`config.mk`:
```
export PLATFORM = sky130hd
export DESIGN_NAME = l2_refill
export DESIGN_NICKNAME = d
export VERILOG_FILES = /design/src/hw/l2_cache_pkg.sv /design/src/hw/l2_refill.sv
export SDC_FILE = /design/constraint.sdc
export NUM_CORES = 1
export LEC_CHECK = 0
export BUFFER_PORTS_ARGS = -buffer_cell sky130_fd_sc_hd__buf_2
export CORE_AREA = 4 4 80 82
export DETAILED_ROUTE_END_ITERATION = 10
export DIE_AREA = 0 0 84 86
export GPL_ROUTABILITY_DRIVEN = 0
export PLACE_DENSITY = 0.63
export SYNTH_ARGS = -nofsm -noshare
export SYNTH_HDL_FRONTEND = slang
export SYNTH_SLANG_ARGS = --single-unit
```
`constraint.sdc`:
```
create_clock -name CLK -period 1.3 [get_ports CLK]
set_input_delay 0.065 -clock CLK [delete_from_list [all_inputs] [get_ports CLK]]
set_output_delay 0.065 -clock CLK [all_outputs]
set_load 0.01 [all_outputs]
```
`src/hw/l2_cache_pkg.sv`:
```
// Shared definitions for the L2 read cache
// Line geometry constants, vector typedefs and controller state encoding
package l2_cache_pkg;

	// Bus widths
	localparam int ADDR_W = 32;
	localparam int DATA_W = 64;

	// Beat and line geometry
	localparam int BEAT_BYTES = DATA_W / 8;
	localparam int LINE_BEATS = 16;
	localparam int LINE_BYTES = LINE_BEATS * BEAT_BYTES;

	// Address split
	localparam int BEAT_LSB = $clog2(BEAT_BYTES);
	localparam int LINE_LSB = $clog2(LINE_BYTES);

	// Refill always fetches a full line
	localparam int MEM_BURST_LEN = LINE_BEATS - 1;

	// Byte address
	typedef logic [ADDR_W-1:0] addr_t;

	// One beat of line data
	typedef logic [DATA_W-1:0] data_t;

	// Beat index within a line
	typedef logic [$clog2(LINE_BEATS)-1:0] beat_t;

	// Burst length field, beats minus one
	typedef logic [7:0] len_t;

	// Controller states
	typedef enum logic [2:0] {
		IDLE,
		TAG_CHECK,
		REFILL,
		RESP_IL1,
		RESP_DL1,
		FENCE
	} l2_state_e;

endpackage

```
`src/hw/l2_refill.sv`:
```
// Memory refill engine
// Line aligned read address issue and beat by beat line fill
`timescale 1ns/10ps

module l2_refill import l2_cache_pkg::*; (
	input  logic  CLK,
	input  logic  rst,
	input  logic  refill_start,
	input  addr_t req_addr,
	input  logic  mem_arready,
	input  data_t mem_rdata,
	input  logic  mem_rlast,
	input  logic  mem_rvalid,
	output addr_t mem_araddr,
	output len_t  mem_arlen,
	output logic  mem_arvalid,
	output logic  mem_rready,
	output logic  beat_we,
	output beat_t beat_idx,
	output data_t beat_data,
	output logic  refill_done
);

	logic beat_hs;

	// req_addr stays put for the whole refill
	assign mem_araddr = {req_addr[ADDR_W-1:LINE_LSB], {LINE_LSB{1'b0}}};
	assign mem_arlen  = len_t'(MEM_BURST_LEN);

	assign beat_hs = mem_rvalid && mem_rready;

	always_ff @(posedge CLK) begin
		if (rst) begin
			mem_arvalid <= 1'b0;
			mem_rready  <= 1'b0;
			beat_idx    <= '0;
		end else begin
			if (refill_start) begin
				mem_arvalid <= 1'b1;
				beat_idx    <= '0;
			end else if (mem_arvalid && mem_arready) begin
				// Address taken, open the data channel
				mem_arvalid <= 1'b0;
				mem_rready  <= 1'b1;
			end
			if (beat_hs) begin
				beat_idx <= beat_idx + beat_t'(1);
				if (mem_rlast)
					mem_rready <= 1'b0;
			end
		end
	end

	// Every accepted beat goes straight into the data array
	assign beat_we     = beat_hs;
	assign beat_data   = mem_rdata;
	assign refill_done = beat_hs && mem_rlast;

	// Memory must return exactly one full line
	a_rlast_16: assert property (@(posedge CLK) disable iff (rst)
		beat_hs |-> (mem_rlast == (beat_idx == beat_t'(LINE_BEATS - 1))))
		else $error("Memory rlast not on the 16th refill beat");

endmodule

```
# [Word level (Yosys, flattened, before mapping)]
# Index checks and enable logic that the tools add are counted.
[totals] mem_bits_ro=0 latch_bits=0 mem_bits_rw=0 n_memories=0 regBits=6 elab_cells=17
[op_classes] eq_ne=0 order_cmp=0 muxes=8 bitwise_logic=0 n_shift=0 div=0 multipliers=0 reduce_logical=5 addsub=1
[ops] operator="$mux W4" count=2
[ops] operator="$mux W1" count=6
[ops] operator="$add A4 B1 Y4 const B" count=1
[ops] operator="$reduce_bool A2 Y1" count=2
[ops] operator="$logic_and A1 B1 Y1" count=3

# [Longest topological paths before layout]
[logic_depth] ltp_word=5 ltp_mapped=4 mapped_depth_nobuf=4

# [Worst setup path before layout]
# OpenSTA, ideal clock, no wires.
[synth_timing] path_kind="reg-to-reg" from="register mem_rready" to="register beat_idx[2]" t_required_ns=1.214 slack_ns=0.267 arrival_ns=0.947 setup_time_ns=0.086 stages_incl_launch_ff=5 period_less_slack_ns=1.033 path_cell_list="dfxtp_1 > nand2_1 > inv_1 > a21oi_1 > a211oi_1"
[synth_via] elab_chain_len=2
[synth_lines] element="from (decl)" line_no="l2_refill.sv:17" source="output logic mem_rready,"
[synth_lines] element="from (signal assigned)" line_no="l2_refill.sv:35" source="mem_rready <= 1'b0;"
[synth_lines] element="from (signal assigned)" line_no="l2_refill.sv:44" source="mem_rready <= 1'b1;"
[synth_lines] element="from (signal assigned)" line_no="l2_refill.sv:49" source="mem_rready <= 1'b0;"
[synth_lines] element="$logic_and A1 B1 Y1 *" line_no="l2_refill.sv:30" source="assign beat_hs = mem_rvalid && mem_rready;"
[synth_lines] element="via beat_we" line_no="l2_refill.sv:18" source="output logic beat_we,"
[synth_lines] element="$mux W4 / $reduce_bool A2 Y1 (equally long branches)"
[synth_lines] element="to (signal assigned)" line_no="l2_refill.sv:47" source="beat_idx <= beat_idx + beat_t'(1);"
[synth_lines] element="to (decl)" line_no="l2_refill.sv:19" source="output beat_t beat_idx,"
# Mark *: on every way through the listed nets, which the timed path passes. The rest lies on a longest branch.
# A chain may end at the register's enable or synchronous reset.

# [Worst setup path in the final report]
[layout_timing] from="register mem_rready" to="output beat_we"
[layout_via] elab_chain_len=1
[layout_lines] element="$logic_and A1 B1 Y1" line_no="l2_refill.sv:30"
[layout_lines] element="to (decl)" line_no="l2_refill.sv:18"
# Every way passes these cells.

==> out/results.ini <==
[critical_path]
cp.depth = 3
slowest_delay_ns = 0.38
cp_cell_sequence = nand2_1 > inv_1 > buf_2
path_class = flop to output port
worstSetupEndpointType = output port
rr_worst_depth = 4
worstPathRequired_ns = 1.24
cp_slowest_cell = dfxtp_1
reg2reg_to = beat_idx[2]
crit_family = flip-flops
rrSetupSlack_ns = 0.26
worstSetupEndpoint = beat_we
cp-startpoint = mem_rready
crit_buf_inv = 2
r2r_start = mem_rready
crit_fanout = 6
startpoint_type = flop
cp.arrival_ns = 1.04

[synthesis]
yosys_warnings = 0
synth_area_per_cell_um2 = 7.66
ys_ff_latch = 6
seq_area_frac_synth_pct = 11.5
synthCells = 136
syn-cell-area_um2 = 1040
yosysUniqueCellTypes = 16

[cells_and_area]
final-seq-area_um2 = 120
fill_cells = 700
area_growth_pct = -51.0
fin_util_pct = 8.89
nNetsFinal = 166
diodes = 0
drive_gt1_share_pct = 27.9
multi_input_area_um2 = 179

[flow_run]
cap_violations = 0

[power_and_ir_drop]
power.leakage_nw = 0.232
ir_worst_vdd_mv = 0.484
power_report.internal_total_mw = 0.402
seqPwrFrac_pct = 37.1
netSwitchingFraction_pct = 22.8
p_switching_mw = 0.119
power_density_nw_per_um2 = 1020
p_total_mw = 0.521
clockPowerShare_pct = 53.0
pwr-share-comb_pct = 9.9

[timing]
report.final.slew_viol_count = 0
finalClockSkew_ns = 0.00146
hold_viol_final = 0
tns_ns = 0
post-route-period-util_pct = 84.6
fmax_mhz = 909
finalCriticalPeriod_ns = 1.10
layout_setup_ws_ns = 0.200
setup_viol = 0
rsz0062_at_grt = no

[placed_design]
dp_slack_ns = 0.279
portBuffers = 13
dp_hpwl_um = 1680

[detailed_routing]
wl_per_cell_um = 14.8
drc_errors = 0
num_vias = 429
avgViaCountPerCell = 3.15
drt-total-wl_um = 2020
final_antenna_net_count = 0
firstDrtPassIters = 4
drtIter0Drc = 4

[hold_path]
hp-class = primary input to flop

[global_route]
antenna_found_initial = 0
first_global_vias = 441
overflow = 0
grt_max_degree = 7
grt_usage_pct = 5.02
grt_pass1_wl_um = 2640

[clock_tree]
clockBufferDepth = 2
hold_buffers = 0
cts_setup_buffers = 0
cts.sinks = 6
clk_latency_ns = 0.22
cts_inserted_buffers = 3
root_buffer = clkbuf_8
cts_tree = yes
h-tree-depth = 1
ctsResizeCount = 0
clk_pin_slew_worst_paths_ns = 0.04

[status]
status = finished, final reports clean

[floorplan]
ios = 214
die_h_um = 86
start_util_pct = 18.1
core_area_um2 = 5750
rows = 28
die-area_um2 = 7220
die_x_um = 84

power by group through the flow:
stage / logic (mW) / registers [mW] / clock network (mW)
detailed placement: 0.0507 / 0.196 / 0
global placement: 0.0503 / 0.195 / 0
floorplan: 0.346 / 0.197 / 0
global route: 0.0576 / 0.193 / 0.303
finish: 0.0518 / 0.193 / 0.276
CTS: 0.0511 / 0.193 / 0.288
how the worst min path moves through the flow:
stage / from / end / cells past startpoint
after floorplan: rst / beat_idx[1] / 1
after CTS: rst / beat_idx[1] / 2
after global placement: mem_rdata[1] / beat_data[1] / 0
after global routing: rst / beat_idx[3] / 2
after detailed placement: mem_rdata[1] / beat_data[1] / 0
final: rst / beat_idx[1] / 2
placed cells by master, fill, tap and decap left out, drive strengths merged:
cell type,n
and3,1
a21oi,5
nand2b,1
mux2i,1
buf,13
nor3,1
nor2,1
nand2,3
clkbuf,3
ha,1
nand3,3
inv,3
or3,1
a31oi,2
a211oi,1
dfxtp,6
conb,15
registers in the layout, indices dropped and copies added, names as in the netlist:
name         flops
mem_rready       1
beat_idx         4
mem_arvalid      1
cell families (layout without fill, tap and decap cells):
group	count (synthesis)	count (layout)	share of synthesized area, %
buf+inv	107	19	76.0
simple gates	11	11	5.28
compound gates	8	8	4.32
flops	6	6	11.5
other cells	2	15	0.721
fa+ha+maj	1	1	1.20
mux	1	1	0.960
worst reg2reg max path, cell delays in order, from the launching register on:
cell and delay (ns):
dfxtp_1 0.38, nand2_1 0.11, inv_1 0.16, a21oi_1 0.09, a211oi_1 0.22
synth_stat cells, drive strengths merged:
| cell | instances | share of area, % |
|---|---|---|
| or3 | 1 | 0.60 |
| a211oi | 1 | 0.72 |
| conb | 2 | 0.72 |
| nand2 | 3 | 1.1 |
| ha | 1 | 1.2 |
| a31oi | 2 | 1.2 |
| dfxtp | 6 | 12 |
| nand2b | 1 | 0.60 |
| nor2 | 1 | 0.36 |
| inv | 3 | 1.1 |
| mux2i | 1 | 0.96 |
| nor3 | 1 | 0.48 |
| nand3 | 3 | 1.4 |
| and3 | 1 | 0.72 |
| buf | 104 | 75 |
| a21oi | 5 | 2.4 |
cell type report:
cell class	count	area share (%)
Multi-Input combinational cell	36	35.0
Clock buffer	3	8.09
Tap cell	75	18.4
Timing Repair Buffer	13	12.7
Sequential cell	6	23.5
Inverter	3	2.21
per-stage QoR:
| stage | hold WS, ns | cell area (um2) | instances |
|---|---|---|---|
| finish | 0.0929 | 510 | 136 |
| global placement | 0.130 | 469 | 133 |
| floorplan | 0.134 | 1090 | 149 |
| CTS | 0.0901 | 510 | 136 |
| global route | 0.0964 | 510 | 136 |
| detailed placement | 0.130 | 469 | 133 |
metal layers:
layer | vias to the layer above | GRT usage (%) | routed length (um)
li1 | 156 | - | -
met1 | 166 | 2.68 | 416
met2 | 49 | 5.93 | 733
met3 | 58 | 3.84 | 416
met4 | 0 | 12.0 | 451
met5 | - | 0 | 0
(Power assumes the default switching activity.)
