===== config.mk =====
export PLATFORM = sky130hd
export DESIGN_NAME = l2_ctrl_fsm
export DESIGN_NICKNAME = d
export VERILOG_FILES = /design/src/hw/l2_cache_pkg.sv /design/src/hw/l2_ctrl_fsm.sv
export SDC_FILE = /design/constraint.sdc
export NUM_CORES = 1
export LEC_CHECK = 0
export BUFFER_PORTS_ARGS = -buffer_cell sky130_fd_sc_hd__buf_2
export CORE_MARGIN = 8
export CORE_UTILIZATION = 37
export DETAILED_ROUTE_END_ITERATION = 10
export GPL_TIMING_DRIVEN = 0
export PLACE_DENSITY = 0.75
export SYNTH_ARGS = -nofsm -noshare
export SYNTH_HDL_FRONTEND = slang
export SYNTH_SLANG_ARGS = --single-unit

===== constraint.sdc =====
create_clock -name CLK -period 2.7 [get_ports CLK]
set_input_delay 0.405 -clock CLK [delete_from_list [all_inputs] [get_ports CLK]]
set_output_delay 0.405 -clock CLK [all_outputs]
set_load 0.02 [all_outputs]

===== src/hw/l2_cache_pkg.sv =====
// Shared definitions for the L2 read cache
// Line geometry constants, vector typedefs and controller state encoding
package l2_cache_pkg;

	// Bus widths
	localparam int ADDR_W = 32;
	localparam int DATA_W = 64;

	// Beat and line geometry
	localparam int BEAT_BYTES = DATA_W / 8;
	localparam int LINE_BEATS = 16;
	localparam int LINE_BYTES = LINE_BEATS * BEAT_BYTES;

	// Address split
	localparam int BEAT_LSB = $clog2(BEAT_BYTES);
	localparam int LINE_LSB = $clog2(LINE_BYTES);

	// Refill always fetches a full line
	localparam int MEM_BURST_LEN = LINE_BEATS - 1;

	// Byte address
	typedef logic [ADDR_W-1:0] addr_t;

	// One beat of line data
	typedef logic [DATA_W-1:0] data_t;

	// Beat index within a line
	typedef logic [$clog2(LINE_BEATS)-1:0] beat_t;

	// Burst length field, beats minus one
	typedef logic [7:0] len_t;

	// Controller states
	typedef enum logic [2:0] {
		IDLE,
		TAG_CHECK,
		REFILL,
		RESP_IL1,
		RESP_DL1,
		FENCE
	} l2_state_e;

endpackage


===== src/hw/l2_ctrl_fsm.sv =====
// Cache controller
// Request arbitration, request address latch, fence pending flag, state machine
`timescale 1ns/10ps

module l2_ctrl_fsm import l2_cache_pkg::*; (
	input  logic  CLK,
	input  logic  rst,
	input  logic  l2c_fence,
	input  logic  il1_arvalid,
	input  addr_t il1_araddr,
	input  logic  dl1_arvalid,
	input  addr_t dl1_araddr,
	input  logic  hit,
	input  logic  refill_done,
	input  logic  il1_done,
	input  logic  dl1_done,
	output addr_t req_addr,
	output logic  alloc,
	output logic  flush,
	output logic  refill_start,
	output logic  il1_start,
	output logic  dl1_start,
	output logic  serve_dl1
);

	l2_state_e state;
	l2_state_e state_nxt;
	logic      fence_pend;
	logic      take_req;

	// A new request is only accepted from IDLE with no fence waiting
	assign take_req = (state == IDLE) && !fence_pend && (il1_arvalid || dl1_arvalid);

	always_comb begin
		state_nxt = state;
		case (state)
			IDLE: begin
				// Fence first, then any L1 request
				if (fence_pend)
					state_nxt = FENCE;
				else if (il1_arvalid || dl1_arvalid)
					state_nxt = TAG_CHECK;
			end
			TAG_CHECK: begin
				if (!hit)
					state_nxt = REFILL;
				else if (serve_dl1)
					state_nxt = RESP_DL1;
				else
					state_nxt = RESP_IL1;
			end
			// Line fetched, look it up again
			REFILL: if (refill_done) state_nxt = TAG_CHECK;
			RESP_IL1: if (il1_done) state_nxt = IDLE;
			RESP_DL1: if (dl1_done) state_nxt = IDLE;
			FENCE: state_nxt = IDLE;
			default: state_nxt = IDLE;
		endcase
	end

	always_ff @(posedge CLK) begin
		if (rst) begin
			state      <= IDLE;
			fence_pend <= 1'b0;
			serve_dl1  <= 1'b0;
		end else begin
			state <= state_nxt;
			// A fence arriving during FENCE must not be lost
			if (l2c_fence)
				fence_pend <= 1'b1;
			else if (state == FENCE)
				fence_pend <= 1'b0;
			// il1 wins a tie
			if (take_req)
				serve_dl1 <= !il1_arvalid;
		end
	end

	// Requester holds the address until arready, so latch it once
	always_ff @(posedge CLK) begin
		if (take_req)
			req_addr <= il1_arvalid ? il1_araddr : dl1_araddr;
	end

	// Miss allocates a way and fetches the line
	assign alloc        = (state == TAG_CHECK) && !hit;
	assign refill_start = (state == TAG_CHECK) && !hit;

	// Hit hands the burst to the winning port
	assign il1_start = (state == TAG_CHECK) && hit && !serve_dl1;
	assign dl1_start = (state == TAG_CHECK) && hit && serve_dl1;

	// All valid bits drop at the end of the FENCE cycle
	assign flush = (state == FENCE);

	// Completion pulses only from the engine the state is waiting on
	a_done_state: assert property (@(posedge CLK) disable iff (rst)
		(!refill_done || state == REFILL) && (!il1_done || state == RESP_IL1)
		&& (!dl1_done || state == RESP_DL1))
		else $error("Completion pulse outside its refill or response state");

endmodule


======== Word-level counts from Yosys, hierarchy flattened ========
Cells that the tools add are included.
operators by class
  reduce and logical (&&, ||, !) cells .... 14
  eq/ne operators ......................... 9
  multiplexer cells ....................... 11
operator list
  cell                number
  $mux 32             1
  $mux 3              7
  $pmux 3 s5          1
  $eq 3x2->1 const B  2
  $eq 3x3->1 const B  2
  $logic_and 1x1->1   6
  $ne 2x2->1 const B  3
  $logic_not 1->1     4
  $reduce_and 4->1    1
  $eq 3x1->1 const B  1
  $logic_not 3->1     1
  $ne 3x2->1 const B  1
  $mux 1              2
  $reduce_bool 2->1   1
  $logic_or 1x1->1    1
storage, ports and cells
  flip-flop bits (word level) ............. 37
  output and inout port bits .............. 38
  input port bits ......................... 73

======== Depth between registers and ports, before layout ========
  depth after elaboration ................. 4
  gate-level depth with buffers ........... 4
  gate-level depth less buffers ........... 3

======== Worst setup path before layout ========
Ideal clock, no wire load.
  kind .................................... flip-flop to flip-flop
  from .................................... register state[0]
  to ...................................... register req_addr[0], enable pin
  library setup time ...................... 425 ps
  clock period less this slack ............ 2687 ps
  cell stages (with the launch flop) ...... 4
  slack ................................... 13 ps
  arrival time ............................ 2262 ps
  cell sequence ........................... dfxtp_1 buf_2 nor4_2 nor2b_1
on the way
  longest elaborated chain between the ends .. 3
RTL lines
  element                          RTL line           RTL
  start: declaration               l2_ctrl_fsm.sv:26  l2_state_e state;
  start signal: assignment         l2_ctrl_fsm.sv:67  state <= state_nxt;
  $logic_not 3->1                  l2_ctrl_fsm.sv:32  assign take_req = (state == IDLE) && !fence_pend && (il1_arvalid || dl1_arvalid);
  $logic_and 1x1->1 (2 in series)  l2_ctrl_fsm.sv:32
  net take_req                     l2_ctrl_fsm.sv:29  logic take_req;
  end signal: assignment           l2_ctrl_fsm.sv:82  req_addr <= il1_arvalid ? il1_araddr : dl1_araddr;
  end: declaration                 l2_ctrl_fsm.sv:17  output addr_t req_addr,
The timed path passes the listed nets, and every way through them passes these cells.
A chain may end at the register's enable or synchronous reset.

======== Worst setup path in the final report ========
  from .................................... register state[0]
  to ...................................... register req_addr[14], enable pin
Same word-level chain as after synthesis.

==> reports/results.ini <==
[setup_path]
crit_required_ps = 2600
path_class = reg2reg
crit_arrival_ps = 1970
worstPathMaxFanout = 32
worst_setup_path_start_kind = register
r2r-end = req_addr[14]$_DFFE_PP_
rrSetupSlack_ps = 630
r2r-start = state[0]$_SDFFE_PP0P_
endpoint_kind = register
r2r_cells = 3

[global_routing]
grtUsageTotal = 0.1189
grt_max_degree = 33
antenna_found_initial = 0
grt_pass1_vias = 1409
grt_overflow = 0
grt_pass1_wl_um = 6085

[routing]
via_count = 1321
wl_per_cell_um = 14.99
drt_first_pass_iters = 5
drc_errors = 0
ant_nets = 0
totalWireLength_um = 4123
dr.first_iter.drc_count = 29
via_per_inst = 4.804

[hold_path]
worstHoldStart = l2c_fence
holdPathEnd = fence_pend$_SDFFE_PP0P_
whs_path_depth = 3
hold_path.class = in2reg

[cells_and_area]
fill_cells = 411
drive_gt1_frac = 0.6951
layout_common_cells = buf_2, mux2_2, edfxtp_1
n_antenna_cell = 0
final_common_cell = buf_2
syn2layout_area_growth_pct = 43.37
final_area_um2 = 2354
fin_nets = 295
final_cells = 275

[yosys]
synth_top_area_frac = 0.5854
synthCells = 106
synth-seq-cells = 37
netlist_area_um2 = 1642
synth_area_leaders = edfxtp_1, mux2_2, dfxtp_1, buf_2, mux2i_1
synth.yosys.seq_area_share = 0.6463
yosysTopAreaCell = edfxtp_1
synth.distinct_cells = 24
yosys_warnings = 0
syn_nets = 179
syn_avg_cell_area_um2 = 15.49

[clocking]
cts_made_buffers = 5
postCtsHoldBufs = 0
cts_tree = yes
htreeDepth = 2
cts_sinks = 37
post_cts_resized = 0
clk_pin_slew_ps = 70
clockBufferDepth = 2
clockRootBuffer = clkbuf_8
cts_setup_buffers = 0
worstSkewPairLatency_ps = 280

[die]
die_w_um = 82.61
start_util = 0.3796
design.die.area_um2 = 6824
core_um2 = 4324
ios = 111
rows = 24
die-height_um = 82.61

[sta]
slew_violations = 0
setup_tns_ps = 0
rsz0062_at_grt = false
worstMarginPinSlew_ps = 899.7
final_hold_viol_count = 0
setup_viol = 0
fmax_mhz = 483.7
skew_ps = 9.527
slew_headroom = 0.3989
finalCriticalPeriod_ps = 2067
finalCritPeriodShare = 0.7657

[power_and_ir_drop]
p_switching_uw = 476.5
peakVddDrop_mv = 0.3700
p_clk_frac = 0.246
power_frac_seq = 0.484
finalPower_uw = 1593
internal_power_uw = 1117
p_per_area_nw_per_um2 = 676.9
leakage_uw = 0.001060
combinationalPowerShare = 0.271
netSwitchingFraction = 0.2991

[place]
post-dp-hpwl_um = 3294
dp.cells = 267
place_area_um2 = 2260
port_buffers = 109
place_congestion = 0.7802

[flow_run]
cap_violations = 0

[outcome]
status = complete, no violations

area by class of cell:
type                       instances  area [um^2]  share of cell area
buffer                             6        31.28             0.01329
clock buffer                       7        86.33             0.03668
clock inverter                     1        7.507            0.003190
inverter                           3        11.26            0.004785
multi-input combinational         60        545.5              0.2318
sequential                        37         1061              0.4508
tap                               52        65.06             0.02764
timing repair buffer             109        545.5              0.2318
Yosys cell counts:
library cell and n:
clkbuf_1 1, nor2_1 5, mux2i_1 2, or3b_1 1, inv_1 3, a211oi_1 1
nand3b_1 1, dfxtp_1 5, a21boi_0 1, mux2_2 32, nor4_2 1, a21oi_1 3
a32oi_1 1, nor3b_1 1, nor4_1 1, o211a_1 1, buf_4 1, nand3_1 3
edfxtp_1 32, a211o_1 1, nor2b_1 1, nand2_1 3, nand2b_1 1, buf_2 4
through the flow:
step                hold slack (ps)  setup WS (ps)    util
finish                        333.9          632.7  0.5443
global route                  347.6          488.8  0.5443
detailed placement            535.0          620.8  0.5226
floorplan                     474.1          13.09       -
global placement              514.7         -679.7  0.5208
CTS                           329.2          617.1  0.5443
power groups by stage:
stage                     registers, uW  logic, uW  clock network [uW]
final                               771        431                 391
after global routing                779        466                 427
after CTS                           771        438                 406
after detailed placement            783        438                   0
after global placement              786        429                   0
after floorplan                     888        163                   0
sequential cells by signal (all words and copies together), names as in the netlist:
name and flops:
fence_pend 1, req_addr 32, serve_dl1 1, state 3
cells by family after synthesis:
group / after synthesis / share of synthesized area
AO/OA/AOI/OAI: 8 / 0.03506
buffers and inverters: 9 / 0.02591
flip-flops: 37 / 0.6463
multiplexers: 34 / 0.2317
AND/OR/NAND/NOR: 18 / 0.06098
critical path: stages (launching register included):
cell	delay (ps)
dfxtp_1	300
buf_2	170
nor4_2	380
nor2b_4	820
layer usage:
metal / vias to the layer above / track usage / part of all wire
met3: 4 / 0.06061 / 0.13
li1: 633 / - / -
met2: 75 / 0.2067 / 0.51
met4: 0 / 0.06207 / 0.010
met5: - / 0 / 0
met1: 609 / 0.1123 / 0.35
how the worst max path moves through the flow:
stage                          startpoint  depth (start not counted)                endpoint
floorplan           state[0]$_SDFFE_PP0P_                          3   req_addr[0]$_DFFE_PP_
global placement    state[0]$_SDFFE_PP0P_                          3   req_addr[8]$_DFFE_PP_
detailed placement  state[0]$_SDFFE_PP0P_                          3   req_addr[4]$_DFFE_PP_
CTS                 state[0]$_SDFFE_PP0P_                          3  req_addr[14]$_DFFE_PP_
global route        state[0]$_SDFFE_PP0P_                          3   req_addr[9]$_DFFE_PP_
finish              state[0]$_SDFFE_PP0P_                          3  req_addr[14]$_DFFE_PP_
Power figures use the tool's default switching activity.
