==> config.mk <==
export PLATFORM = sky130hd
export DESIGN_NAME = l2_tag_array
export DESIGN_NICKNAME = d
export VERILOG_FILES = /design/src/hw/l2_cache_pkg.sv /design/src/hw/l2_tag_array.sv
export SDC_FILE = /design/constraint.sdc
export NUM_CORES = 2
export LEC_CHECK = 0
export ABC_CLOCK_PERIOD_IN_PS = 4100
export BUFFER_PORTS_ARGS = -buffer_cell sky130_fd_sc_hd__buf_2
export CORE_ASPECT_RATIO = 1.75
export CORE_MARGIN = 10
export CORE_UTILIZATION = 50
export CTS_BUF_LIST = sky130_fd_sc_hd__clkbuf_4 sky130_fd_sc_hd__clkbuf_8
export CTS_CLUSTER_SIZE = 14
export DETAILED_ROUTE_END_ITERATION = 10
export PLACE_DENSITY = 0.68
export SLEW_MARGIN = 20
export SYNTH_ARGS = -nofsm -noshare
export SYNTH_HDL_FRONTEND = slang
export SYNTH_SLANG_ARGS = --single-unit
==> constraint.sdc <==
create_clock -name CLK -period 4.1 [get_ports CLK]
set_input_delay 0 -clock CLK [delete_from_list [all_inputs] [get_ports CLK]]
set_output_delay 0 -clock CLK [all_outputs]
set_load 0.005 [all_outputs]
==> src/hw/l2_cache_pkg.sv <==
// Shared definitions for the L2 read cache
// Line geometry constants, vector typedefs and controller state encoding
package l2_cache_pkg;

	// Bus widths
	localparam int ADDR_W = 32;
	localparam int DATA_W = 64;

	// Beat and line geometry
	localparam int BEAT_BYTES = DATA_W / 8;
	localparam int LINE_BEATS = 16;
	localparam int LINE_BYTES = LINE_BEATS * BEAT_BYTES;

	// Address split
	localparam int BEAT_LSB = $clog2(BEAT_BYTES);
	localparam int LINE_LSB = $clog2(LINE_BYTES);

	// Refill always fetches a full line
	localparam int MEM_BURST_LEN = LINE_BEATS - 1;

	// Byte address
	typedef logic [ADDR_W-1:0] addr_t;

	// One beat of line data
	typedef logic [DATA_W-1:0] data_t;

	// Beat index within a line
	typedef logic [$clog2(LINE_BEATS)-1:0] beat_t;

	// Burst length field, beats minus one
	typedef logic [7:0] len_t;

	// Controller states
	typedef enum logic [2:0] {
		IDLE,
		TAG_CHECK,
		REFILL,
		RESP_IL1,
		RESP_DL1,
		FENCE
	} l2_state_e;

endpackage

==> src/hw/l2_tag_array.sv <==
// Tag store with per way valid bits
// Hit detection, victim choice by free way search or LFSR
`timescale 1ns/10ps

module l2_tag_array import l2_cache_pkg::*; #(
	parameter int WAYS = 4,
	parameter int SETS = 32
) (
	input  logic                    CLK,
	input  logic                    rst,
	input  addr_t                   req_addr,
	input  logic                    alloc,
	input  logic                    flush,
	output logic                    hit,
	output logic [$clog2(WAYS)-1:0] hit_way,
	output logic [$clog2(WAYS)-1:0] fill_way
);

	localparam int WAY_W = $clog2(WAYS);
	localparam int SET_W = $clog2(SETS);
	localparam int TAG_W = ADDR_W - LINE_LSB - SET_W;

	// Tag and valid storage
	logic [TAG_W-1:0] tag_mem [WAYS][SETS];
	logic [WAYS-1:0]  valid_q [SETS];

	// Lookup fields of the latched address
	logic [SET_W-1:0] set_idx;
	logic [TAG_W-1:0] tag_in;

	logic [WAYS-1:0]  hit_vec;
	logic [WAY_W-1:0] free_way;
	logic             set_full;
	logic [WAY_W-1:0] victim;
	logic [15:0]      lfsr;

	assign set_idx = req_addr[LINE_LSB +: SET_W];
	assign tag_in  = req_addr[ADDR_W-1 -: TAG_W];

	// Compare every way of the set
	always_comb begin
		hit_way = '0;
		for (int w = 0; w < WAYS; w++) begin
			hit_vec[w] = valid_q[set_idx][w] && (tag_mem[w][set_idx] == tag_in);
			if (hit_vec[w])
				hit_way = WAY_W'(w);
		end
	end

	assign hit = |hit_vec;

	// Lowest numbered invalid way, scanning down so way 0 is found last
	always_comb begin
		free_way = '0;
		for (int w = WAYS - 1; w >= 0; w--) begin
			if (!valid_q[set_idx][w])
				free_way = WAY_W'(w);
		end
	end

	assign set_full = &valid_q[set_idx];
	assign victim   = set_full ? lfsr[WAY_W-1:0] : free_way;

	// Valid bits and the free running LFSR
	always_ff @(posedge CLK) begin
		if (rst || flush) begin
			for (int s = 0; s < SETS; s++)
				valid_q[s] <= '0;
		end else if (alloc) begin
			valid_q[set_idx][victim] <= 1'b1;
		end
		if (rst)
			lfsr <= 16'hace1;
		else
			// Taps 16, 14, 13, 11
			lfsr <= {lfsr[14:0], lfsr[15] ^ lfsr[13] ^ lfsr[12] ^ lfsr[10]};
	end

	// New tag and the chosen way for the refill
	always_ff @(posedge CLK) begin
		if (alloc) begin
			tag_mem[victim][set_idx] <= tag_in;
			fill_way                 <= victim;
		end
	end

	// Controller only allocates after a miss
	a_alloc_miss: assert property (@(posedge CLK) disable iff (rst) alloc |-> !hit)
		else $error("Allocation requested for an address that hits");

endmodule

* Word-level counts from Yosys, hierarchy flattened *
Memory sizes are Yosys's and may differ from the RTL's.
Cells that the tools add are included.

word-level totals
  bits in registers = 18
  RAM bits = 2,688
  input port bits = 36
  output and inout bits = 5
  memories = 2

memory list
  name     words  width  rd ports  clocked after memory_dff  wr ports  line                RTL
  tag_mem  4      640    4         0                         1         l2_tag_array.sv:24  logic [TAG_W-1:0] tag_mem [WAYS][SETS];
  valid_q  32     4      1         0                         32        l2_tag_array.sv:25  logic [WAYS-1:0] valid_q [SETS];

operators by class
  magnitude comparators = 4
  equal/unequal tests = 4
  mux-type cells = 33
  bitwise gates (word level) = 4
  reduce and logical (&&, ||, !) cells = 10

operators by type and width
  cell                                                               number
  2-to-1 mux 640 bit                                                 1
  binary-select mux 20 bit (select 5 bit)                            4
  2-to-1 mux 20 bit                                                  9
  demux 20 bit (select 5 bit)                                        1
  == test 20 bit                                                     4
  2-to-1 mux 2 bit                                                   7
  2-to-1 mux 4 bit                                                   3
  OR reduction 4 bit                                                 2
  greater-or-equal comparator 6 bit, second input constant           1
  logical AND 1 bit                                                  6
  < comparator 6 x 1 -> 1 bit, second input constant                 1
  2-to-1 mux 1 bit                                                   6
  inverter 5 -> 6 bit                                                1
  2-to-1 mux 5 bit                                                   1
  AND reduction 4 bit                                                1
  < comparator 2 x 3 -> 1 bit, second input constant                 1
  XOR 1 bit                                                          3
  demux 1 bit (select 2 bit)                                         1
  greater-or-equal comparator 2 x 1 -> 1 bit, second input constant  1
  logical OR 1 bit                                                   1

* Logic depth before layout (Yosys ltp) *
An unclocked memory read counts as a cell.

  depth after elaboration = 13
  depth in mapped cells = 15
  mapped depth without buffers = 8

* Least setup slack after synthesis *
Ideal clock, no wire load.

  path kind = input to register
  start = in req_addr[8]
  end = mem tag_mem[1][620] (netlist bit) (enable)
  data arrival time = 3,623 ps
  data required time = 3,675 ps
  setup slack = 52 ps
  stages = 10
  path buffers = 7
  cell sequence = buf_2 buf_4 buf_2 buf_4 buf_2 buf_2 buf_4 nor3b_1 nand2_1 nor3_1

between the ends
  word-level cells in the longest chain between the ends = 6

ends and longest elaborated chain
  item                                                             line                                    RTL
  start: declaration                                               l2_tag_array.sv:11                      input addr_t req_addr,
  memory (32 x 4 bit) or inverter 5 -> 6 bit (tied branches)       --
  2-to-1 mux 2 bit, or another cell as far along                   l2_tag_array.sv:56                      if (!valid_q[set_idx][w])
  2-to-1 mux 2 bit or logical AND 1 bit (tied branches)            l2_tag_array.sv:56, l2_tag_array.sv:82
  2-to-1 mux 2 bit or 2-to-1 mux 20 bit (tied branches)            l2_tag_array.sv:56, l2_tag_array.sv:82
  2-to-1 mux 2 bit or demux 20 bit (select 5 bit) (tied branches)  l2_tag_array.sv:56, l2_tag_array.sv:82
  2-to-1 mux 2 bit or 2-to-1 mux 640 bit (tied branches)           l2_tag_array.sv:62, l2_tag_array.sv:82
  end: declaration                                                 l2_tag_array.sv:24

Several ways; a longest one is shown, not always the timed one.

==> reports/qor.yml <==
setup_path:
  crit_path_start_kind: "flip-flop"
  crit_required_ns: 4.10
  arrival_ns: 4.35
  critical_path_class: "flip-flop to primary output"
  end_kind: "primary output"
  worst_r2r_path_depth: 10
  cp_max_fo: 3
floorplan:
  core_um2: 205000
  die_y_um: 621
  dieArea_um2: 226000
  start_util_pct: 50.3
  placementRows: 220
  boundaryPins: 41
  fp.dieW_um: 364
clock_network:
  clock_latency_ns: 0.97
  clockRootBuffer: "clkbuf_8"
  cts_tree: "yes"
  cts_buffers: 352
  clk_pin_slew_ns: 0.08
  htreeDepth: 5
  cts_max_path_buffers: 4
  cts.sinks: 2706
synth:
  synth-seq-cells: 2706
  netlist_instances: 5591
  synth-edff-count: 2562
  ys_warn_count: 0
  yosys.cell_types.count: 47
  synth.yosys.seq_area_share_pct: 77.2
  synth.avg_cell_area_um2: 18.5
  syn_nets: 5627
  synthesis.area_um2: 103000
  synthArstFlopShare_pct: 0
  ys.flop_type: "edfxtp_1"
hold_path:
  hold_path_depth: 2
  hold_class: "input pin to flip-flop"
sta:
  hold_violations: 0
  worstMarginPinSlew_ns: 1.24
  fin_crit_ns: 4.35
  fmax_ghz: 0.230
  finalSetupTns_ns: -0.703
  drv_slew: 0
  maxSlewHeadroom_pct: 17.3
  setup-violations-final: 3
  setup_slack_ns: -0.247
  fin_crit_sh_pct: 106
  skew_ns: 0.0616
  rsz0062_at_grt: "yes"
detailed_routing:
  drt-total-wl_um: 311000
  wl_per_cell_um: 34.5
  drt_iter0_drc: 6998
  final_antenna_net_count: 0
  viasPerCell: 6.43
  first_pass_iters: 7
  drc_errors: 0
  vias: 57900
final_layout:
  final_nets: 6112
  layout_commonest_cell: "edfxtp_1"
  drive_gt1_share_pct: 19.6
  area_delta_synth_final_pct: 14.1
  final_cell_mix: "2,562 x edfxtp_1, 1,136 x mux2i_1, 568 x o22ai_1, 368 x clkbuf_8, 295 x buf_4"
place:
  pre_cts_ws_ns: -0.00150
  io_buffers: 33
  gp_congestion: 0.873
  dp_hpwl_um: 176000
grt:
  grt_overflow_total: 0
  grt_pass1_vias: 58400
  grt_pass1_wl_um: 431000
  grt_max_degree: 119
  antenna_found_initial: 8
  track_usage_pct: 26.9
power:
  ir_drop_v: 0.000227
  power_density_nw_per_um2: 447
  finalPower_mw: 52.7
  p_leak_nw: 40.4
status:
  violations: "negative setup slack"
  status: "complete, but fails checks"
job:
  maxCapViolations: 0
per-stage QoR:
stage | instances | area, um2 | hold WS, ns | util [%]
2_1_floorplan | 5591 | 103000 | 0.0716 | -
4_1_cts | 9005 | 118000 | 0.00663 | 57.4
5_1_grt | 9012 | 118000 | 0.0500 | 57.4
6_report | 9013 | 118000 | 0.0798 | 57.4
3_3_place_gp | 8352 | 111000 | 0.393 | 53.9
3_5_place_dp | 8357 | 111000 | 0.395 | 53.9
cell families (layout without fill, tap and decap cells):
family	after synthesis	in the layout	share of synthesized area (%)
other	0	5	0
buffers and inverters	326	1079	1.53
AO/OA/AOI/OAI	782	782	4.95
multiplexers	1240	1240	13.3
flip-flops	2706	2706	77.2
XOR/XNOR	62	62	0.525
AND/OR/NAND/NOR	475	475	2.50
what timing repair did:
action                     in CTS  in global routing
setup endpoints to repair       3                  3
hold buffers                   26                  0
hold endpoints to repair     2108                  0
pin swaps                       6                  0
setup buffers                   0                  0
gates resized for setup         6                  0
cell usage after synthesis (2+ instances only):
master,n,area (um2)
a211oi_1,4,30.0
nand4bb_1,5,56.3
a22oi_1,53,398
mux2i_1,1136,11400
buf_6,2,22.5
and3b_1,4,35.0
a21oi_1,12,60.1
nor2b_1,7,43.8
clkbuf_1,101,379
and4_1,7,61.3
buf_2,151,756
nor2_1,123,462
o21ai_0,6,30.0
nor3_1,16,80.1
buf_1,30,113
or3_1,6,37.5
nand4_1,17,106
or4_1,19,143
buf_4,38,285
inv_1,3,11.3
a31oi_1,2,12.5
o22ai_1,568,3550
o31ai_1,4,30.0
mux4_2,104,2340
nor3b_1,2,15.0
or4b_1,4,40.0
and3_1,13,81.3
xor2_1,43,377
nand2_1,89,334
nand4b_2,4,60.1
or2_2,15,93.8
o21a_1,129,968
nor4_1,136,851
nor3b_2,3,37.5
edfxtp_1,2562,76900
xnor2_1,19,166
dfxtp_1,144,2880
registers in the layout (all words and copies together), names as in the netlist:
name      count
fill_way      2
lfsr         16
tag_mem    2560
valid_q     128
report_power, final:
group / switching (mW) / internal, mW / leakage, nW
Clock: 9.77 / 9.99 / 3.58
Combinational: 1.72 / 0.888 / 12.6
Sequential: 0.0248 / 30.3 / 24.2
Total: 11.5 / 41.2 / 40.4
critical path: stages (launching register included):
cell and delay (ns):
edfxtp_1 0.38, mux2i_1 0.17, o22ai_1 0.11, or4_4 0.53, or4_4 0.43, a222oi_1 0.56, buf_4 0.21, nand4_1 0.09
or4_4 0.55, o2111ai_2 0.18, buf_2 0.18
per-layer routing:
layer	up-vias	wire (um)	GRT usage, %
met5	-	11	0
li1	23700	-	-
met1	29800	107000	31.6
met2	3465	158000	46.5
met4	2	20300	15.1
met3	934	26200	4.38
worst paths after layout:
path              startpoint               to  slack [ns]
max reg2reg   valid_q[23][2]  tag_mem[2][226]        0.42
max          tag_mem[3][412]              hit       -0.25
min             req_addr[24]  tag_mem[3][512]        0.08
min reg2reg          lfsr[4]          lfsr[5]        0.42
cell type report:
type                       count  area [um2]
fill                       15100       87400
sequential                  2706       79800
multi-input combinational   2559       22900
clock buffer                 459        5740
timing repair buffer         454        4990
tap                         2664        3330
clock inverter               163        1110
antenna                        5        12.5
inverter                       3        11.3
Power figures use the tool's default switching activity.
