### config.mk
export PLATFORM = sky130hd
export DESIGN_NAME = l2_l1_read_port
export DESIGN_NICKNAME = d
export VERILOG_FILES = /design/src/hw/l2_cache_pkg.sv /design/src/hw/l2_l1_read_port.sv
export SDC_FILE = /design/constraint.sdc
export NUM_CORES = 1
export LEC_CHECK = 0
export ABC_AREA = 1
export BUFFER_PORTS_ARGS = -buffer_cell sky130_fd_sc_hd__buf_2
export CAP_MARGIN = 5
export CORE_AREA = 2 2 69 71
export DETAILED_ROUTE_END_ITERATION = 12
export DIE_AREA = 0 0 71 73
export GPL_ROUTABILITY_DRIVEN = 0
export HOLD_SLACK_MARGIN = 0.08
export PLACE_DENSITY = 0.7
export SYNTH_ARGS = -nofsm -noshare
export SYNTH_HDL_FRONTEND = slang
export SYNTH_SLANG_ARGS = --single-unit
### constraint.sdc
create_clock -name CLK -period 2.6 [get_ports CLK]
set_clock_uncertainty 0.15 [all_clocks]
set_input_delay 0.13 -clock CLK [delete_from_list [all_inputs] [get_ports CLK]]
set_output_delay 0.13 -clock CLK [all_outputs]
set_load 0.01 [all_outputs]
### src/hw/l2_cache_pkg.sv
// Shared definitions for the L2 read cache
// Line geometry constants, vector typedefs and controller state encoding
package l2_cache_pkg;

	// Bus widths
	localparam int ADDR_W = 32;
	localparam int DATA_W = 64;

	// Beat and line geometry
	localparam int BEAT_BYTES = DATA_W / 8;
	localparam int LINE_BEATS = 16;
	localparam int LINE_BYTES = LINE_BEATS * BEAT_BYTES;

	// Address split
	localparam int BEAT_LSB = $clog2(BEAT_BYTES);
	localparam int LINE_LSB = $clog2(LINE_BYTES);

	// Refill always fetches a full line
	localparam int MEM_BURST_LEN = LINE_BEATS - 1;

	// Byte address
	typedef logic [ADDR_W-1:0] addr_t;

	// One beat of line data
	typedef logic [DATA_W-1:0] data_t;

	// Beat index within a line
	typedef logic [$clog2(LINE_BEATS)-1:0] beat_t;

	// Burst length field, beats minus one
	typedef logic [7:0] len_t;

	// Controller states
	typedef enum logic [2:0] {
		IDLE,
		TAG_CHECK,
		REFILL,
		RESP_IL1,
		RESP_DL1,
		FENCE
	} l2_state_e;

endpackage

### src/hw/l2_l1_read_port.sv
// Burst responder for one L1 read port
// Address accept, beat counter, rlast and end of burst pulse
`timescale 1ns/10ps

module l2_l1_read_port import l2_cache_pkg::*; (
	input  logic  CLK,
	input  logic  rst,
	input  logic  start,
	input  addr_t araddr,
	input  len_t  arlen,
	input  logic  rready,
	input  data_t rd_data,
	output logic  arready,
	output logic  rvalid,
	output logic  rlast,
	output data_t rdata,
	output beat_t rd_beat,
	output logic  done
);

	beat_t start_beat;
	beat_t beat_cnt;
	beat_t last_beat;

	// First beat comes from the request offset within the line
	assign start_beat = araddr[BEAT_LSB +: $bits(beat_t)];

	always_ff @(posedge CLK) begin
		if (rst) begin
			arready   <= 1'b0;
			rvalid    <= 1'b0;
			beat_cnt  <= '0;
			last_beat <= '0;
		end else begin
			// Single cycle address accept
			arready <= start;
			if (start) begin
				rvalid    <= 1'b1;
				beat_cnt  <= start_beat;
				last_beat <= start_beat + beat_t'(arlen);
			end else if (rvalid && rready) begin
				// Advance only on an accepted beat
				if (rlast)
					rvalid <= 1'b0;
				else
					beat_cnt <= beat_cnt + beat_t'(1);
			end
		end
	end

	assign rlast   = rvalid && (beat_cnt == last_beat);
	assign rd_beat = beat_cnt;

	// Data array output for the current beat
	assign rdata = rd_data;

	// Burst ends with the rlast handshake
	assign done = rvalid && rready && rlast;

	// Stalled beat must not change under the requester
	a_hold: assert property (@(posedge CLK) disable iff (rst)
		rvalid && !rready |=> rvalid && $stable(rdata) && $stable(rlast))
		else $error("Read beat changed while rready was low");

	// Only bursts that stay inside one line are supported
	a_in_line: assert property (@(posedge CLK) disable iff (rst)
		start |-> (int'(start_beat) + int'(arlen)) < LINE_BEATS)
		else $error("Read burst crosses a line boundary");

endmodule

# After elaboration in Yosys (flattened, before gate mapping)

Cells that the tools add are included.

Word-level logic and storage cells: 21
Register bits: 10

Add/sub/neg operators: 2
Reductions and logical operators: 7
Mux-type cells: 6
Equality and inequality tests: 2

Operators by type and width:

| operator                                                      | count |
|---|---|
| 4-bit 2-to-1 mux                                              | 3 |
| 4-bit by 1-bit adder with 4-bit output, second input constant | 1 |
| 4-bit adder                                                   | 1 |
| 4-bit == test                                                 | 1 |
| 2-bit AND reduction                                           | 2 |
| 2-bit nonzero test                                            | 2 |
| 1-bit logical AND                                             | 3 |
| 1-bit 2-to-1 mux                                              | 3 |
| 2-bit != test, second input constant                          | 1 |

# Longest topological paths before layout

Gate-level depths: netlist (run 1).

Depth in word-level cells: 5
Depth in mapped cells: 10
Depth with buffers taken out: 10

# Least setup slack after synthesis (run 1)

Ideal clock, no wire load.

Kind: flip-flop to flip-flop
Start point: register beat_cnt[1] (netlist: rd_beat[1])
End point: register rvalid
Data required time: 2,320 ps
Period minus slack after synthesis: 1,388 ps
Cell stages (with the launch flop): 8
Arrival: 1,109 ps
Path slack: 1,212 ps
Path buffers: 0
Library setup time: 130 ps
Cells stage by stage: dfxtp_1 > inv_1 > nand2_1 > nand2_1 > nor2_2 > nand3_2 > nor2_1 > o22ai_1

Word-level cells in the longest chain between the ends: 4

Ends and longest elaborated chain:

| item                          | line                  | text |
|---|---|---|
| start, declared               | l2_l1_read_port.sv:22 | `beat_t beat_cnt;` |
| start signal, assigned        | l2_l1_read_port.sv:39 | `beat_cnt <= start_beat;` |
| start signal, assigned        | l2_l1_read_port.sv:46 | `beat_cnt <= beat_cnt + beat_t'(1);` |
| 4-bit == test                 | l2_l1_read_port.sv:51 | `assign rlast = rvalid && (beat_cnt == last_beat);` |
| 1-bit logical AND             | l2_l1_read_port.sv:51 |  |
| 2-bit nonzero test (no line)  | n/a                   |  |
| 2-bit AND reduction (no line) | n/a                   |  |
| end signal, assigned          | l2_l1_read_port.sv:31 | `rvalid <= 1'b0;` |
| end signal, assigned          | l2_l1_read_port.sv:38 | `rvalid <= 1'b1;` |
| end signal, assigned          | l2_l1_read_port.sv:44 | `rvalid <= 1'b0;` |
| end, declared                 | l2_l1_read_port.sv:14 | `output logic rvalid,` |

No other way between the ends.
A chain may end at the register's enable or synchronous reset.

# Worst setup path in the final report (run 1)

Start point: register beat_cnt[0] (netlist: rd_beat[0])
End point: output done

Word-level cells in the longest chain between the ends: 3

Ends and longest elaborated chain:

| item              | line                  | text |
|---|---|---|
| 4-bit == test     | l2_l1_read_port.sv:51 |  |
| 1-bit logical AND | l2_l1_read_port.sv:51 |  |
| 1-bit logical AND | l2_l1_read_port.sv:58 | `assign done = rvalid && rready && rlast;` |
| end, declared     | l2_l1_read_port.sv:18 | `output logic done` |

No other way between the ends.

==> run_results.csv, run 1 <==
group,metric,value,unit
floorplanning,core_area,0.00454,mm2
clock_tree,cts_tree,"yes",
critical_path,critPathCaptureType,"primary output",
floorplanning,num_rows,25,
clock_tree,cts.sinks,10,
critical_path,cp_common_cell,"nand2_1",
critical_path,crit_slowest_cell,"dfxtp_1",
global_route,grt_max_degree,18,
sta,clock.fmax,588,MHz
sta,setup_viol,0,
global_route,grt_first_pass_wirelength,2980,um
synth,netlist_instances,157,
synth,synth-seq-cells,10,
sta,setup_ws,0.899,ns
floorplanning,die_x,71,um
routing,drtIter0Drc,6,
routing,wl_per_cell,11.0,um
routing,via_count,703,
routing,vias_per_cell,4.14,
pwr,vdd_ir_drop_max,0.112,mV
critical_path,cp_cell_sequence,"inv_2, nand2_1, nand2_1, nor2_2, nand3_2, nor2_1, buf_2",
clock_tree,cts_max_level,1,
sta,maxSlewViolCount,0,
critical_path,critPathKind,"flop to primary output",
clock_tree,clk_latency,0.24,ns
critical_path,crit_arrival,1.42,ns
critical_path,critPathMaxStageDelay,0.46,ns
critical_path,critPathLaunchType,"flop",
critical_path,cp.required,2.32,ns
placed_design,dp_cells,165,
sta,hold_viol_final,0,
floorplanning,io_pins,180,
routing,dr.pass1.iters,4,
synth,yosys_warnings,0,
clock_tree,path_clk_slew,0.05,ns
sta,grt_setup_unrepaired,"no",
final_layout,finalNonFillerCells,170,
critical_path,critPathBufInv,2,
clock_tree,ctsResizeCount,0,
floorplanning,die-area,0.00518,mm2
critical_path,critPathTopFamily,"simple AND/OR/NAND/NOR gates",
sta,period_share,65.4,%
floorplanning,initial_core_util,24.8,%
pwr,total_power,484,uW
clock_tree,cts_max_path_buffers,2,
sta,worst_slew_margin_rel,81.8,%
final_layout,nFillCells,506,
clock_tree,cts-root-buf,"clkbuf_8",
final_layout,fin_nets,230,
synth,syn_nets,270,
critical_path,crit_fanout,7,
global_route,gr-usage-all-layers,7.50,%
synth,ys_seq_area_share,17.8,%
sta,fin_crit,1.70,ns
run,max_cap_violations,0,
sta,worst_slew_pin_slew,0.273,ns
clock_tree,numCtsBuffers,3,
placed_design,io_buffers,19,
routing,drt-total-wl,1880,um
global_route,grt_pass1_vias,671,
synth,synth_area,0.00112,mm2
final_layout,diodes,0,
outcome,status,"finished, final reports clean",
final_layout,areaGrowthSynthToFinish,-22.9,%
placed_design,dp_hpwl,1550,um
pwr,power.density,558,mW/mm2
hold_path,hold_class,"primary input to primary output",
final_layout,drive_gt1_share,25.9,%
global_route,grt_antenna_before_repair,0,
critical_path,r2r_slack,1.17,ns
placed_design,place_ws,1.12,ns
routing,drc,0,
synth,ys_types,20,
routing,ant_nets,0,
global_route,overflow,0,
sta,final.setup.tns,0,ns
final_layout,mostFrequentLayoutCell,"nand2_1",
pwr,p_leak,0.437,nW
final_layout,final_cell_mix,"nand2_1 (20), buf_2 (19), nor2_1 (14)",
synth,syn_area_per_cell,7.16,um2
floorplanning,die_y,73,um
[worst paths after layout]
| check | start | to | cells after the start |
|---|---|---|---|
| worst max-delay path | rd_beat[0] | done | 7 |
| worst min-delay path | rd_data[16] | rdata[16] | 0 |
| worst max register to register | rd_beat[0] | rd_beat[2] | 9 |
| worst min register to register | last_beat[0] | last_beat[0] | 2 |
[worst register-to-register path, cell delays in order, from the launching register on]
cell     delay [ns]
dfxtp_1        0.46
inv_2          0.04
nand2_1        0.06
nand2_1        0.06
nor2_2         0.12
nand3_2        0.13
nand2_4        0.11
nand2_4        0.06
nor2_1         0.10
nor2_1         0.05
[final cells by class]
cell class	count	area [um2]	share of cell area [%]
multi-input cells	69	390	45.0
flip-flops and latches	10	200	23.1
repair buffers	20	105	12.1
well taps	54	67.6	7.79
clock buffers	4	55.1	6.35
inverters	13	48.8	5.63
[cell families after synthesis]
logic type                 Yosys count  share of synthesized area [%]
muxes                                1                          0.890
AOI/OAI and AO/OA                   15                           6.79
xor gates and xnor gates             4                           3.12
adders and majority gates            5                           6.23
and+or+nand+nor                     44                           17.7
DFF                                 10                           17.8
buffers and inverters               78                           47.5
[state kept, by name (all words and copies together), names as in the netlist]
register and count:
arready 1, rvalid 1, rd_beat 4, last_beat 4
[synth_stat cells]
master | instances | area (um2)
buf_4 | 64 | 480
nand2_1 | 20 | 75.1
nor2_1 | 14 | 52.6
inv_1 | 11 | 41.3
dfxtp_1 | 10 | 200
o21ai_0 | 8 | 40.0
a21oi_1 | 6 | 30.0
ha_1 | 4 | 50.1
nand3_1 | 4 | 20.0
xnor2_1 | 3 | 26.3
inv_2 | 2 | 7.51
nand2_4 | 2 | 22.5
nor2_2 | 2 | 12.5
buf_2 | 1 | 5.00
fa_1 | 1 | 20.0
mux2i_1 | 1 | 10.0
nand3_2 | 1 | 10.0
nand4_1 | 1 | 6.26
o22ai_1 | 1 | 6.26
xor2_1 | 1 | 8.76
[power by group]
group / total [mW] / switching (mW) / internal, mW / leakage (nW)
logic: 0.109 / 0.0624 / 0.0463 / 0.325
clock network: 0.194 / 0.0613 / 0.133 / 0.0288
registers: 0.181 / 0.0134 / 0.168 / 0.0832
total: 0.484 / 0.137 / 0.347 / 0.437
[per-stage QoR]
stage                     hold WS (ns)  utilization [%]  area [um2]
after floorplan                 0.0491                -        1120
after global placement           0.110             17.7         802
after detailed placement         0.110             17.7         802
after CTS                        0.110             19.1         867
after global routing             0.110             19.1         867
final                            0.110             19.1         867
[routing by layer]
layer	wire length (um)	track usage, %	up-vias
met2	835	11.0	40
li1	-	-	344
met4	167	11.1	0
met5	0	0	-
met3	163	1.66	31
met1	711	7.40	288
[what timing repair did]
action                    CTS  global route
setup buffers               0             0
hold endpoints to repair    3             0
hold buffers                1             0
(Power assumes the default switching activity.)
==> inputs of run 2 (changes only) <==
Settings changed: CORE_AREA 2 2 69 71 to 2 2 70 72, DIE_AREA 0 0 71 73 to 0 0 72 74, PLACE_DENSITY 0.7 to 0.68.
Clock period 2.6 ns to 1.7 ns, I/O delays scaled along.
==> run 2 against run 1 <==
  * Sequential power up 53%
  * Design area rose by 76%
  * Routed wire length is 38% higher
  * Critical path depth is 3 lower
  * Worst setup slack lost 0.78 ns
  * Critical endpoint unchanged
  * Largest cell class is now buffers
  * Largest power group is now combinational logic
==> run_results.csv, run 2 (same netlist as run 1, synthesis figures left out) <==
group,metric,value,unit
pwr,power.net_switching,280,uW
floorplanning,die-area,0.00533,mm2
critical_path,cp-endpoint,"done",
floorplanning,die_x,72,um
final_layout,fin_nets,296,
floorplanning,die_y,74,um
clock_tree,cts_max_path_buffers,2,
critical_path,critPathCaptureType,"primary output",
critical_path,critPathLaunchType,"flop",
sta,period_share,92.7,%
floorplanning,core_area,0.00460,mm2
pwr,p_int,637,uW
pwr,seqPwrFrac,30.2,%
critical_path,crit_fanout,5,
sta,grt_setup_unrepaired,"no",
critical_path,cp_cell_sequence,"xnor2_1, nand3_2, nor2_1, buf_2",
placed_design,dp_hpwl,1610,um
pwr,clkPwrFrac,32.4,%
critical_path,critPathMaxStageDelay,0.36,ns
critical_path,worst-r2r-cell-count,7,
final_layout,finalNonFillerCells,236,
global_route,grt_antenna_before_repair,0,
routing,dr.pass1.iters,2,
routing,wl_per_cell,11.0,um
sta,clock.fmax,634,MHz
floorplanning,num_rows,25,
placed_design,dp_cells,166,
routing,drc,0,
final_layout,drive_gt1_share,18.1,%
sta,final.setup.tns,0,ns
global_route,grt_max_degree,18,
hold_path,hold_class,"primary input to flop",
final_layout,mostFrequentLayoutCell,"dlygate4sd3_1",
pwr,power.density,600,mW/mm2
run,max_cap_violations,0,
final_layout,diodes,0,
pwr,combPwrFrac,37.3,%
critical_path,r2r_end,"rd_beat[1]",
routing,drtIter0Drc,5,
critical_path,critPathKind,"flop to primary output",
clock_tree,cts-root-buf,"clkbuf_8",
clock_tree,cts_setup_buffers,0,
routing,vias_per_cell,4.24,
routing,via_count,1001,
sta,worst_slew_pin_slew,0.277,ns
critical_path,r2r-start,"rd_beat[2]",
final_layout,final_cell_mix,"dlygate4sd3_1 (66), nand2_1 (20), buf_2 (19)",
sta,fin_crit,1.58,ns
global_route,grt_first_pass_wirelength,3520,um
placed_design,io_buffers,19,
final_layout,nFillCells,457,
clock_tree,cts.sinks,10,
critical_path,crit_path_start,"rd_beat[2]",
clock_tree,cts_tree,"yes",
pwr,swShare,30.5,%
global_route,grt_pass1_vias,878,
pwr,vdd_ir_drop_max,0.230,mV
routing,drt-total-wl,2600,um
sta,hold_viol_final,0,
sta,maxSlewViolCount,0,
critical_path,cp.required,1.46,ns
critical_path,r2r_slack,0.31,ns
clock_tree,path_clk_slew,0.05,ns
floorplanning,io_pins,180,
clock_tree,cts_max_level,1,
critical_path,crit_arrival,1.34,ns
floorplanning,initial_core_util,24.5,%
routing,ant_nets,0,
final_layout,areaGrowthSynthToFinish,35.8,%
pwr,total_power,917,uW
pwr,p_leak,0.714,nW
sta,setup_viol,0,
sta,worst_slew_margin_rel,81.5,%
global_route,gr-usage-all-layers,8.65,%
global_route,overflow,0,
clock_tree,numCtsBuffers,3,
outcome,status,"finished, final reports clean",
critical_path,crit_slowest_cell,"dfxtp_1",
clock_tree,clk_latency,0.24,ns
==> run 2: power by group through the flow <==
| stage | logic (mW) | clock network [mW] | registers, mW |
|---|---|---|---|
| floorplan | 0.263 | 0 | 0.283 |
| global placement | 0.169 | 0 | 0.280 |
| detailed placement | 0.173 | 0 | 0.280 |
| CTS | 0.346 | 0.307 | 0.276 |
| global route | 0.377 | 0.321 | 0.281 |
| finish | 0.342 | 0.297 | 0.277 |
==> run 2: critical path: cells and delay by family, from the launching register on <==
| kind | cells | cell delay, ns |
|---|---|---|
| buf+inv | 1 | 0.16 |
| flops | 1 | 0.36 |
| xor+xnor | 1 | 0.27 |
| simple gates | 2 | 0.31 |
==> run 2: timing repair <==
action | 4_1_cts | 5_1_grt
endpoints found under the hold margin | 71 | 0
gates resized for setup | 0 | 2
hold buffers | 66 | 0
setup endpoints to repair | 0 | 1
==> run 2: how the worst min path moves through the flow <==
stage                      startpoint  slack [ns]      endpoint  cells past startpoint
final                       araddr[5]        0.08    rd_beat[2]                      5
after global routing         arlen[0]        0.13  last_beat[0]                      4
after CTS                   araddr[5]        0.09    rd_beat[2]                      5
after detailed placement  rd_data[13]        0.02     rdata[13]                      0
after global placement    rd_data[13]        0.02     rdata[13]                      0
after floorplan                   rst       0.004    rd_beat[3]                      1
==> run 2: metal layers <==
metal  up-vias  wire, um  track usage, %
met4         0        25            4.40
li1        476         -               -
met5         -         0               0
met3         4       274            2.30
met1       437       868            7.95
met2        84      1430            17.4
==> run 2: area by class of cell <==
class                      instances  area, um2  share of cell area, %
multi-input combinational         69        390                   25.6
clock buffer                       4       55.1                   3.60
timing repair buffer              86        763                   50.0
sequential                        10        203                   13.3
inverter                          13       48.8                   3.19
tap                               54       67.6                   4.42
==> run 2: metrics by stage <==
step                worst slack (ns)  util, %  hold WS (ns)  instance area [um2]
finish                         0.123     33.2        0.0825                 1530
global route                  0.0112     33.2         0.128                 1530
CTS                           0.0393     33.2        0.0866                 1530
detailed placement             0.262     17.6        0.0201                  810
global placement               0.260     17.6        0.0201                  810
floorplan                      0.312        -       0.00407                 1120
==> inputs of run 3 (changes only) <==
Settings changed: GPL_TIMING_DRIVEN set to 0.
==> run 3 against run 2 <==
  * Worst setup slack got worse by 0.0030 ns
  * Critical path type is now primary input to flop
  * Non-clock buffer count up 64
  * Via count increased by 19%
  * Sequential share of layout area fell by 1.3 points
  * Routed wire length grew 5.5%
  * First-iteration DRC count grew to 3.0 times the previous value
  * Largest cell class unchanged
  * Die area stayed put
  * Critical path depth rose by 4
  * Design area is 11% higher
  * Global-route usage grew 0.77 points
  * Highest routed layer unchanged
  * Fmax is 0.19% lower
  * Core utilization increased by 3.6 points
==> run_results.csv, run 3 (same netlist as run 1, synthesis figures left out) <==
group,metric,value,unit
outcome,status,"finished, final reports clean",
routing,dr.pass1.iters,4,
clock_tree,cts.sinks,10,
sta,whs,0.0904,ns
final_layout,mostFrequentLayoutCell,"buf_2",
clock_tree,cts_max_path_buffers,2,
global_route,grt_max_degree,11,
floorplanning,core_area,0.00460,mm2
critical_path,cp.required,1.69,ns
final_layout,finalNonFillerCells,300,
sta,final.setup.tns,0,ns
floorplanning,io_pins,180,
floorplanning,die_y,74,um
critical_path,critPathKind,"primary input to flop",
critical_path,r2r_slack,0.31,ns
sta,grt_setup_unrepaired,"no",
global_route,grt_pass1_vias,942,
hold_path,hp-start,"arlen[0]",
critical_path,critPathCaptureType,"flop",
sta,hold_viol_final,0,
sta,clock.fmax,633,MHz
clock_tree,cts-root-buf,"clkbuf_8",
clock_tree,clk_latency,0.24,ns
global_route,gr-usage-all-layers,9.41,%
routing,wl_per_cell,9.13,um
routing,drc,0,
pwr,p_leak,1.01,nW
final_layout,drive_gt1_share,66.3,%
hold_path,whs_path_depth,4,
critical_path,worst-r2r-cell-count,10,
floorplanning,die_x,72,um
global_route,overflow,0,
final_layout,final_cell_mix,"buf_2 (84), buf_4 (64), nand2_1 (20)",
routing,drtIter0Drc,15,
hold_path,worstHoldEndpoint,"last_beat[0]",
pwr,total_power,983,uW
clock_tree,cts_tree,"yes",
routing,drt-total-wl,2740,um
floorplanning,die-area,0.00533,mm2
hold_path,hold_class,"primary input to flop",
sta,worst_slew_pin_slew,0.273,ns
floorplanning,initial_core_util,24.5,%
routing,via_count,1192,
final_layout,nFillCells,475,
placed_design,dp_hpwl,2370,um
sta,setup_viol,0,
critical_path,critPathLaunchType,"primary input",
final_layout,diodes,0,
placed_design,place_ws,0.249,ns
floorplanning,num_rows,25,
final_layout,fin_nets,360,
pwr,power.density,581,mW/mm2
global_route,grt_antenna_before_repair,0,
routing,vias_per_cell,3.97,
pwr,vdd_ir_drop_max,0.290,mV
clock_tree,numCtsBuffers,3,
sta,maxSlewViolCount,0,
final_layout,areaGrowthSynthToFinish,50.4,%
sta,period_share,92.9,%
sta,setup_ws,0.120,ns
placed_design,io_buffers,83,
critical_path,r2r_end,"rd_beat[0]",
clock_tree,path_clk_slew,0.05,ns
clock_tree,cts_max_level,1,
critical_path,crit_arrival,1.57,ns
global_route,grt_first_pass_wirelength,3850,um
sta,worst_slew_margin_rel,81.6,%
placed_design,dp_cells,294,
sta,fin_crit,1.58,ns
routing,ant_nets,0,
critical_path,r2r-start,"rd_beat[0]",
run,max_cap_violations,0,
critical_path,crit_fanout,3,
==> run 3: cell count changes in the layout (fill, tap and decap cells not counted) <==
cell and delta:
buf_2 +65, dlygate4sd3_1 -64, buf_4 +63, a21oi_1 -1, a21oi_2 +1, nor2_1 -1
nor2_2 +1, o21ai_0 -1, o21ai_1 +1
==> run 3: what timing repair did <==
item	in CTS	in global routing
setup endpoints to repair	0	2
resized for setup	0	5
setup buffers	0	0
hold buffers	2	0
hold endpoints to repair	6	0
==> run 3: worst max path at each step <==
stage,from,slack (ns),endpoint
global placement,rd_beat[0],0.28,rd_beat[2]
finish,araddr[5],0.12,last_beat[3]
detailed placement,rd_beat[0],0.25,rd_beat[2]
floorplan,rd_beat[1],0.31,rvalid
CTS,rd_beat[0],0.005,done
global route,rd_beat[0],0.003,done
==> run 3: critical path: stages <==
cell and delay, ns:
dlygate4sd3_1 0.53, buf_2 0.13, ha_1 0.34, a21oi_2 0.14
nand2_1 0.07, xnor2_1 0.12, o21ai_1 0.11, inv_1 0.04
==> run 3: metrics by stage <==
step	utilization, %	cell area, um2
floorplan	-	1120
global placement	35.0	1610
detailed placement	35.0	1610
CTS	36.6	1680
global route	36.8	1690
finish	36.8	1690
==> run 3: layer usage <==
layer | routed length (um) | part of all wire, % | vias to the layer above | global-route usage, %
met1 | 881 | 32 | 496 | 9.83
li1 | - | - | 600 | -
met4 | 59 | 2.2 | 0 | 6.29
met5 | 0 | 0 | - | 0
met3 | 421 | 15 | 5 | 2.44
met2 | 1380 | 50 | 91 | 16.8
==> run 3: layout make-up <==
type	instances	area, um2	area share (%)
repair buffers	85	435	25.7
plain buffers	65	485	28.7
clock buffers	4	55.1	3.25
multi-input cells	69	397	23.4
well taps	54	67.6	3.99
inverters	13	48.8	2.88
flip-flops and latches	10	203	12.0
==> run 3: report_power, final <==
| part | switching, mW | internal, mW |
|---|---|---|
| logic | 0.179 | 0.218 |
| registers | 0.0209 | 0.257 |
| clock network | 0.104 | 0.204 |
